==> config.mk <==
export PLATFORM = sky130hd
export DESIGN_NAME = muldiv_top
export DESIGN_NICKNAME = d
export VERILOG_FILES = /design/src/design/muldiv_op_pkg.sv /design/src/design/muldiv_types_pkg.sv /design/src/design/arith_unit_if.sv /design/src/design/muldiv_ctrl.sv /design/src/design/muldiv_divider.sv /design/src/design/muldiv_multiplier.sv /design/src/design/muldiv_top.sv
export SDC_FILE = /design/constraint.sdc
export NUM_CORES = 2
export LEC_CHECK = 0
export BUFFER_PORTS_ARGS = -buffer_cell sky130_fd_sc_hd__buf_2
export CAP_MARGIN = 25
export CORE_MARGIN = 2
export CORE_UTILIZATION = 50
export DETAILED_ROUTE_END_ITERATION = 6
export GPL_TIMING_DRIVEN = 0
export MAX_ROUTING_LAYER = met4
export PLACE_DENSITY = 0.74
export SLEW_MARGIN = 20
export SYNTH_ARGS = -nofsm -noshare
export SYNTH_HDL_FRONTEND = slang
export SYNTH_SLANG_ARGS = --single-unit
==> constraint.sdc <==
create_clock -name clk -period 9.79 [get_ports clk]
set_input_delay 0.4895 -clock clk [delete_from_list [all_inputs] [get_ports clk]]
set_output_delay 0.4895 -clock clk [all_outputs]
set_load 0.02 [all_outputs]
==> src/design/muldiv_op_pkg.sv <==
`default_nettype none

package muldiv_op_pkg;

	// RISC-V funct3 encoding of the M extension
	typedef enum logic [2:0] {
		OP_MUL    = 3'b000, // Low word of the product
		OP_MULH   = 3'b001, // High word, signed x signed
		OP_MULHSU = 3'b010, // High word, signed x unsigned
		OP_MULHU  = 3'b011, // High word, unsigned x unsigned
		OP_DIV    = 3'b100,
		OP_DIVU   = 3'b101,
		OP_REM    = 3'b110,
		OP_REMU   = 3'b111
	} muldiv_op_t;

	// Control FSM of the unit
	typedef enum logic [1:0] {
		CTRL_IDLE = 2'd0, // Waiting for a request
		CTRL_MUL  = 2'd1, // Multiplier busy
		CTRL_DIV  = 2'd2, // Divider busy
		CTRL_DONE = 2'd3  // Ready pulse
	} ctrl_state_t;

endpackage

`default_nettype wire

==> src/design/muldiv_types_pkg.sv <==
`default_nettype none

package muldiv_types_pkg;

	localparam int XLEN = 32; // RV32 operand width
	localparam int HALF = XLEN / 2; // Operand half inside the multiplier
	localparam int DIV_STEPS = XLEN; // One quotient bit per iteration
	localparam int STEP_W = $clog2(DIV_STEPS + 1); // Counter reaches DIV_STEPS itself

	typedef logic [XLEN-1:0] word_t; // Operands and results
	typedef logic [2*XLEN-1:0] dword_t; // Full product, or {remainder, quotient}
	typedef logic [HALF-1:0] half_t; // Multiplier operand halves
	typedef logic [STEP_W-1:0] step_t; // Divider iteration count

endpackage

`default_nettype wire

==> src/design/arith_unit_if.sv <==
`timescale 1ns/1ps
`default_nettype none

interface arith_unit_if;
	import muldiv_types_pkg::*;

	logic valid; // Request held until ready
	word_t operand_a; // Magnitudes, signs already stripped
	word_t operand_b;
	logic ready; // One cycle pulse
	dword_t result; // Valid with ready

	// Control side
	modport requester (output valid, output operand_a, output operand_b,
		input ready, input result);

	// Datapath side
	modport unit (input valid, input operand_a, input operand_b,
		output ready, output result);

endinterface

`default_nettype wire

==> src/design/muldiv_ctrl.sv <==
`timescale 1ns/1ps
`default_nettype none

module muldiv_ctrl (
	input logic clk,
	input logic rst_n,
	input logic valid,
	input muldiv_op_pkg::muldiv_op_t op,
	input muldiv_types_pkg::word_t operand_a,
	input muldiv_types_pkg::word_t operand_b,
	output logic ready,
	output muldiv_types_pkg::word_t result,
	arith_unit_if.requester mul_bus,
	arith_unit_if.requester div_bus
);
	import muldiv_types_pkg::*;
	import muldiv_op_pkg::*;

	ctrl_state_t state;

	muldiv_op_t op_q; // Operation in flight
	logic negate_q; // Result sign fixup
	word_t a_q, b_q; // Operand magnitudes

	logic a_signed, b_signed;
	logic a_neg, b_neg;
	word_t abs_a, abs_b;
	logic negate;
	logic is_div;

	dword_t mul_fix;
	word_t quo, rem;
	word_t fixed;

	// Request decode, evaluated while idle
	always_comb begin
		a_signed = (op == OP_MULH) || (op == OP_MULHSU) || (op == OP_DIV) || (op == OP_REM);
		b_signed = (op == OP_MULH) || (op == OP_DIV) || (op == OP_REM);
		a_neg = a_signed && operand_a[XLEN-1];
		b_neg = b_signed && operand_b[XLEN-1];
		abs_a = a_neg ? -operand_a : operand_a;
		abs_b = b_neg ? -operand_b : operand_b;
		is_div = op inside {OP_DIV, OP_DIVU, OP_REM, OP_REMU};
		case (op)
			OP_DIV, OP_DIVU: negate = (a_neg ^ b_neg) && (operand_b != '0); // Div by zero stays all ones
			OP_REM, OP_REMU: negate = a_neg; // Remainder takes the dividend sign
			default: negate = a_neg ^ b_neg;
		endcase
	end

	// Both datapaths see the same magnitudes
	assign mul_bus.operand_a = a_q;
	assign mul_bus.operand_b = b_q;
	assign div_bus.operand_a = a_q;
	assign div_bus.operand_b = b_q;

	// Sign fixup and word selection on the unit result
	always_comb begin
		mul_fix = negate_q ? -mul_bus.result : mul_bus.result; // Full width before selecting
		quo = div_bus.result[XLEN-1:0];
		rem = div_bus.result[2*XLEN-1:XLEN];
		case (op_q)
			OP_MUL: fixed = mul_fix[XLEN-1:0];
			OP_MULH, OP_MULHSU, OP_MULHU: fixed = mul_fix[2*XLEN-1:XLEN];
			OP_DIV, OP_DIVU: fixed = negate_q ? -quo : quo;
			default: fixed = negate_q ? -rem : rem;
		endcase
	end

	always_ff @(posedge clk) begin
		if (!rst_n) begin
			state <= CTRL_IDLE;
			ready <= 1'b0;
			mul_bus.valid <= 1'b0;
			div_bus.valid <= 1'b0;
		end else begin
			case (state)
				CTRL_IDLE: begin
					if (valid && !ready) begin
						op_q <= op;
						negate_q <= negate;
						a_q <= abs_a;
						b_q <= abs_b;
						if (is_div) begin
							div_bus.valid <= 1'b1;
							state <= CTRL_DIV;
						end else begin
							mul_bus.valid <= 1'b1;
							state <= CTRL_MUL;
						end
					end
				end
				CTRL_MUL: begin
					if (mul_bus.ready) begin
						mul_bus.valid <= 1'b0;
						result <= fixed;
						ready <= 1'b1;
						state <= CTRL_DONE;
					end
				end
				CTRL_DIV: begin
					if (div_bus.ready) begin
						div_bus.valid <= 1'b0;
						result <= fixed; // MIN / -1 needs no special case
						ready <= 1'b1;
						state <= CTRL_DONE;
					end
				end
				CTRL_DONE: begin
					ready <= 1'b0; // Result holds until next completion
					state <= CTRL_IDLE;
				end
				default: state <= CTRL_IDLE;
			endcase
		end
	end

endmodule

`default_nettype wire

==> src/design/muldiv_divider.sv <==
`timescale 1ns/1ps
`default_nettype none

module muldiv_divider (
	input logic clk,
	input logic rst_n,
	arith_unit_if.unit bus
);
	import muldiv_types_pkg::*;

	typedef enum logic {
		DIV_IDLE,
		DIV_RUN
	} div_state_t;

	div_state_t state;
	step_t step; // Iterations done so far

	word_t rem; // Partial remainder
	word_t quo; // Dividend shifts out the top, quotient bits in at the bottom
	word_t divisor;

	logic [XLEN:0] shifted; // Remainder with the next dividend bit
	logic [XLEN:0] trial; // Extra bit is the borrow

	always_comb begin
		shifted = {rem, quo[XLEN-1]};
		trial = shifted - {1'b0, divisor};
	end

	always_ff @(posedge clk) begin
		if (!rst_n) begin
			state <= DIV_IDLE;
			step <= '0;
			bus.ready <= 1'b0;
		end else begin
			bus.ready <= 1'b0;
			case (state)
				DIV_IDLE: begin
					if (bus.valid && !bus.ready) begin
						rem <= '0;
						quo <= bus.operand_a;
						divisor <= bus.operand_b;
						step <= '0;
						state <= DIV_RUN;
					end
				end
				DIV_RUN: begin
					if (step == step_t'(DIV_STEPS)) begin
						bus.result <= {rem, quo}; // Remainder high, quotient low
						bus.ready <= 1'b1;
						state <= DIV_IDLE;
					end else begin
						step <= step + step_t'(1);
						if (!trial[XLEN]) begin // Divisor fits, keep the difference
							rem <= trial[XLEN-1:0];
							quo <= {quo[XLEN-2:0], 1'b1};
						end else begin // Restore
							rem <= shifted[XLEN-1:0];
							quo <= {quo[XLEN-2:0], 1'b0};
						end
					end
				end
				default: state <= DIV_IDLE;
			endcase
		end
	end

	// Zero divisor never borrows, so quotient ends all ones and remainder equals dividend

endmodule

`default_nettype wire

==> src/design/muldiv_multiplier.sv <==
`timescale 1ns/1ps
`default_nettype none

module muldiv_multiplier (
	input logic clk,
	input logic rst_n,
	arith_unit_if.unit bus
);
	import muldiv_types_pkg::*;

	// a * b = a_lo*b_lo + (a_hi*b_lo + a_lo*b_hi) << 16 + a_hi*b_hi << 32
	typedef enum logic {
		MUL_IDLE,
		MUL_RUN
	} mul_state_t;

	mul_state_t state;
	logic [2:0] cycle; // Partial product index, then two drain cycles

	half_t a_lo, a_hi; // Operand halves
	half_t b_lo, b_hi;

	dword_t accumulator; // Running sum
	dword_t intermediate; // Shifted partial product of the last cycle

	half_t mult_in0, mult_in1; // Shared 16x16 multiplier inputs
	word_t mult_out;
	logic [5:0] shift_count; // 0, 16 or 32

	always_comb begin
		mult_in0 = b_lo; // Default pair, unused outside cycles 0..3
		mult_in1 = a_lo;
		shift_count = 6'd0;
		case (cycle)
			3'd0: begin
				mult_in0 = b_lo;
				mult_in1 = a_lo;
			end
			3'd1: begin
				mult_in0 = b_lo;
				mult_in1 = a_hi;
				shift_count = 6'd16;
			end
			3'd2: begin
				mult_in0 = b_hi;
				mult_in1 = a_lo;
				shift_count = 6'd16;
			end
			3'd3: begin
				mult_in0 = b_hi;
				mult_in1 = a_hi;
				shift_count = 6'd32;
			end
			default: ;
		endcase
	end

	assign mult_out = word_t'(mult_in0) * word_t'(mult_in1);

	always_ff @(posedge clk) begin
		if (!rst_n) begin
			state <= MUL_IDLE;
			cycle <= 3'd0;
			bus.ready <= 1'b0;
		end else begin
			bus.ready <= 1'b0; // Pulse only
			case (state)
				MUL_IDLE: begin
					if (bus.valid && !bus.ready) begin
						a_lo <= bus.operand_a[HALF-1:0];
						a_hi <= bus.operand_a[XLEN-1:HALF];
						b_lo <= bus.operand_b[HALF-1:0];
						b_hi <= bus.operand_b[XLEN-1:HALF];
						accumulator <= '0;
						intermediate <= '0;
						cycle <= 3'd0;
						state <= MUL_RUN;
					end
				end
				MUL_RUN: begin
					accumulator <= accumulator + intermediate; // One cycle behind the multiply
					cycle <= cycle + 3'd1;
					case (cycle)
						3'd0, 3'd1, 3'd2, 3'd3:
							intermediate <= dword_t'(mult_out) << shift_count;
						3'd4: intermediate <= '0; // Last partial product lands in the sum
						default: begin
							bus.result <= accumulator; // Final product
							bus.ready <= 1'b1;
							state <= MUL_IDLE;
						end
					endcase
				end
				default: state <= MUL_IDLE;
			endcase
		end
	end

endmodule

`default_nettype wire

==> src/design/muldiv_top.sv <==
`timescale 1ns/1ps
`default_nettype none

module muldiv_top (
	input logic clk,
	input logic rst_n,
	input logic valid, // Held with op and operands until ready
	input muldiv_op_pkg::muldiv_op_t op,
	input muldiv_types_pkg::word_t operand_a,
	input muldiv_types_pkg::word_t operand_b,
	output logic ready, // One cycle completion pulse
	output muldiv_types_pkg::word_t result
);

	arith_unit_if mul_bus (); // Control to multiplier
	arith_unit_if div_bus (); // Control to divider

	muldiv_ctrl i_ctrl (
		.clk       (clk),
		.rst_n     (rst_n),
		.valid     (valid),
		.op        (op),
		.operand_a (operand_a),
		.operand_b (operand_b),
		.ready     (ready),
		.result    (result),
		.mul_bus   (mul_bus.requester),
		.div_bus   (div_bus.requester)
	);

	// Seven cycles from valid to ready
	muldiv_multiplier i_mul (
		.clk   (clk),
		.rst_n (rst_n),
		.bus   (mul_bus.unit)
	);

	// DIV_STEPS + 2 cycles from valid to ready
	muldiv_divider i_div (
		.clk   (clk),
		.rst_n (rst_n),
		.bus   (div_bus.unit)
	);

endmodule

`default_nettype wire

==> metrics.md <==
| Metric | Value |
|---|---|
| HP Class | in2reg |
| Slew @ Worst Pin | 1.095 ns |
| CTS tree | built |
| Final Hold Viols | 0 |
| Util after Layout | 0.5617 |
| Worst Clk Skew | 0.07541 ns |
| DR pass1 iterations | 7 |
| WL per Instance | 23.12 um |
| Critical path endpoint category | register |
| First-pass GRT wire length | 165,500 um |
| CP peak stage delay | 0.71 ns |
| Compound-cell area share of the yosys netlist | 0.1252 |
| Share of cells above drive strength 1 | 0.09241 |
| Sequential area share after synthesis | 0.4205 |
| Total Wirelength | 110,900 um |
| Final worst setup slack | 0.3053 ns |
| Die Height | 278.6 um |
| Synth Flop Type | edfxtp_1 |
| Residual DRC count | 12 |
| Initial core utilization | 0.5057 |
| Final-report setup violation count | 0 |
| Req. time, crit path | 10.08 ns |
| Clock latency on the worst-skew pair | 0.64 ns |
| Crit start category | register |
| F_max | 105.4 MHz |
| Vias in the first global route | 27,202 |
| Ratio of final minimum period to clock period | 0.9688 |
| Pre-CTS WS | -0.7607 ns |
| Failing checks | design-rule violations |
| Fin crit period | 9.485 ns |
| WS Path Type | reg2reg |
| CP dominant cell by count | fa_1 |
| Filler instances | 6,304 |
| Status | complete, but fails checks |
| Area Overhead vs Synth | 11.08% |
| Via/cell ratio | 6.027 |
| Simple-gate area share of the yosys netlist | 0.1341 |
| Ys Warns | 0 |
| Max_slew headroom | 0.2492 |
| Mapped Cells | 3,601 |
| # rows | 100 |
| Mapped Nets | 4,083 |
| Die area | 0.07763 sq mm |
| Nets | 4,257 |
| Core Region | 0.07457 sq mm |
| Antenna violations before repair | 11 |
| Crit Path Max Fanout | 10 |
| Post-synth EDFFs | 516 |
| CP max stage cell | mux2i_2 |
| Mapped Area | 0.03771 sq mm |
| Clock buffer count from CTS | 55 |
| Area of the multi-input gates | 0.02036 sq mm |
| Via Count | 28,911 |
| Final RePlAce weighted congestion | 1.009 |
| Maxcap violations | 0 |
| Most common cell after layout, fill and taps aside | edfxtp_1 |
| Die width | 278.6 um |
| Synth unique cells | 82 |
| Worst-path clk slew | 0.06 ns |
| Most frequent cells in the layout | edfxtp_1 (516), nand2_1 (363), nor2_1 (333) |
| Async S/R FF share, synth | 0 |
| RSZ-0062 raised after global routing | false |
| Gr ovfl total | 0 |
| Drt initial violations | 3,338 |
| Slew Limit Fails | 0 |
| Syn_area_per_cell | 10.47 sq um |
| Post-route ant nets | 0 |
| Critical path arrival | 9.78 ns |
| Mux cell area share after synthesis | 0.03753 |
| Post-Synth Adder-Cell Area | 0.1757 |
| Largest net degree at the start of global routing | 63 |
| Seq cells post-synth | 534 |
| Num ports | 103 |
| Clk sinks | 534 |
| Total GRT Usage | 0.2908 |
| Clock Tree Buf Depth | 3 |
| WHS | 0.08737 ns |
| Largest family of logic cells by synthesized area | adder cells |
| Port-buffer cells | 102 |
| Clock root cell | clkbuf_16 |
| XOR/XNOR Fraction of Synth Area | 0.06294 |
| H-tree Lvls | 2 |
| Register area | 0.01586 sq mm |
| DP HPWL | 89,410 um |
synthesized netlist by cell type (37+ instances only):
cell / instances / area share
edfxtp_1: 516 / 0.41
nand2_1: 363 / 0.036
nor2_1: 335 / 0.033
inv_1: 305 / 0.030
ha_1: 216 / 0.072
fa_1: 196 / 0.10
a21oi_1: 188 / 0.025
o21ai_0: 152 / 0.020
xnor2_1: 138 / 0.032
xor2_1: 133 / 0.031
clkbuf_1: 123 / 0.012
a21o_1: 77 / 0.015
mux2i_1: 66 / 0.018
nand3_1: 64 / 0.0085
mux2_2: 63 / 0.019
nor3_1: 56 / 0.0074
o31ai_1: 54 / 0.011
nand2b_1: 40 / 0.0066
nand4_1: 37 / 0.0061
logic make-up (layout without fill, tap and decap cells):
logic type               after synthesis  count (layout)
other                                  0               8
flip-flops                           534             534
AO/OA/AOI/OAI                        726             726
XOR/XNOR                             271             271
adder cells (fa/ha/maj)              412             412
AND/OR/NAND/NOR                     1086            1086
buffers and inverters                441             660
multiplexers                         131             131
metal layers:
| layer | up-vias | part of all wire | GRT usage |
|---|---|---|---|
| met3 | 303 | 0.098 | 0.04401 |
| met1 | 13937 | 0.41 | 0.4024 |
| li1 | 13187 | - | - |
| met4 | 0 | 0.050 | 0.1254 |
| met2 | 1484 | 0.44 | 0.4277 |
| met5 | - | 0 | - |
repair_timing:
item,4_1_cts,5_1_grt
setup buffers,0,0
cloned,0,0
setup endpoints to repair,42,30
hold buffers,0,0
gates resized for setup,10,16
worst paths after layout:
path	endpoint	start	cells past startpoint	slack, ns
hold / removal	i_ctrl.div_bus.operand_a[0]	operand_a[0]	1	0.09
setup / recovery	i_mul.intermediate[43]	i_mul.cycle[0]	28	0.31
hold reg to reg	i_mul.bus.result[5]	i_mul.accumulator[5]	0	0.42
setup reg to reg	i_mul.intermediate[43]	i_mul.cycle[0]	28	0.31
state kept, by name, indices dropped and copies added, names as in the netlist, 6 cells and up:
name and cells:
i_mul.intermediate 64, i_ctrl.div_bus.operand_a 32, i_div.step 6, i_ctrl.div_bus.operand_b 32, i_mul.bus.result 64, i_mul.accumulator 64
i_div.divisor 32, i_div.rem 32, i_mul.b_hi 16, i_mul.a_hi 16, i_mul.b_lo 16, i_ctrl.result 32
i_div.bus.result 64, i_mul.a_lo 16, i_div.quo 32
critical path: cells and delay by family (launching register included):
family | cells | cell delay (ns)
adders and majority gates | 9 | 3.88
AOI/OAI and AO/OA | 6 | 1.82
buffers and inverters | 7 | 1.41
muxes | 1 | 0.71
and+or+nand+nor | 4 | 0.66
xor gates and xnor gates | 1 | 0.37
DFF | 1 | 0.35
through the flow:
stage          area (sq um)  setup TNS (ns)  std cells
2_1_floorplan         37710               0       3601
3_3_place_gp          39430         -195.34       4672
3_5_place_dp          39870          -12.87       4687
4_1_cts               41810               0       4789
5_1_grt               41890               0       4797
6_report              41890               0       4797
layout make-up:
cell class | count | area share
multi-input combinational | 2626 | 0.4860
clock inverter | 43 | 0.01177
timing repair buffer | 117 | 0.02079
antenna | 8 | 0.0004779
buffer | 135 | 0.01237
clock buffer | 59 | 0.03369
tap | 969 | 0.02894
sequential | 534 | 0.3785
inverter | 306 | 0.02742
Power is left out: the tool's default activity adds up to more than one toggle a clock period on the data nets, which glitch-free logic cannot reach.
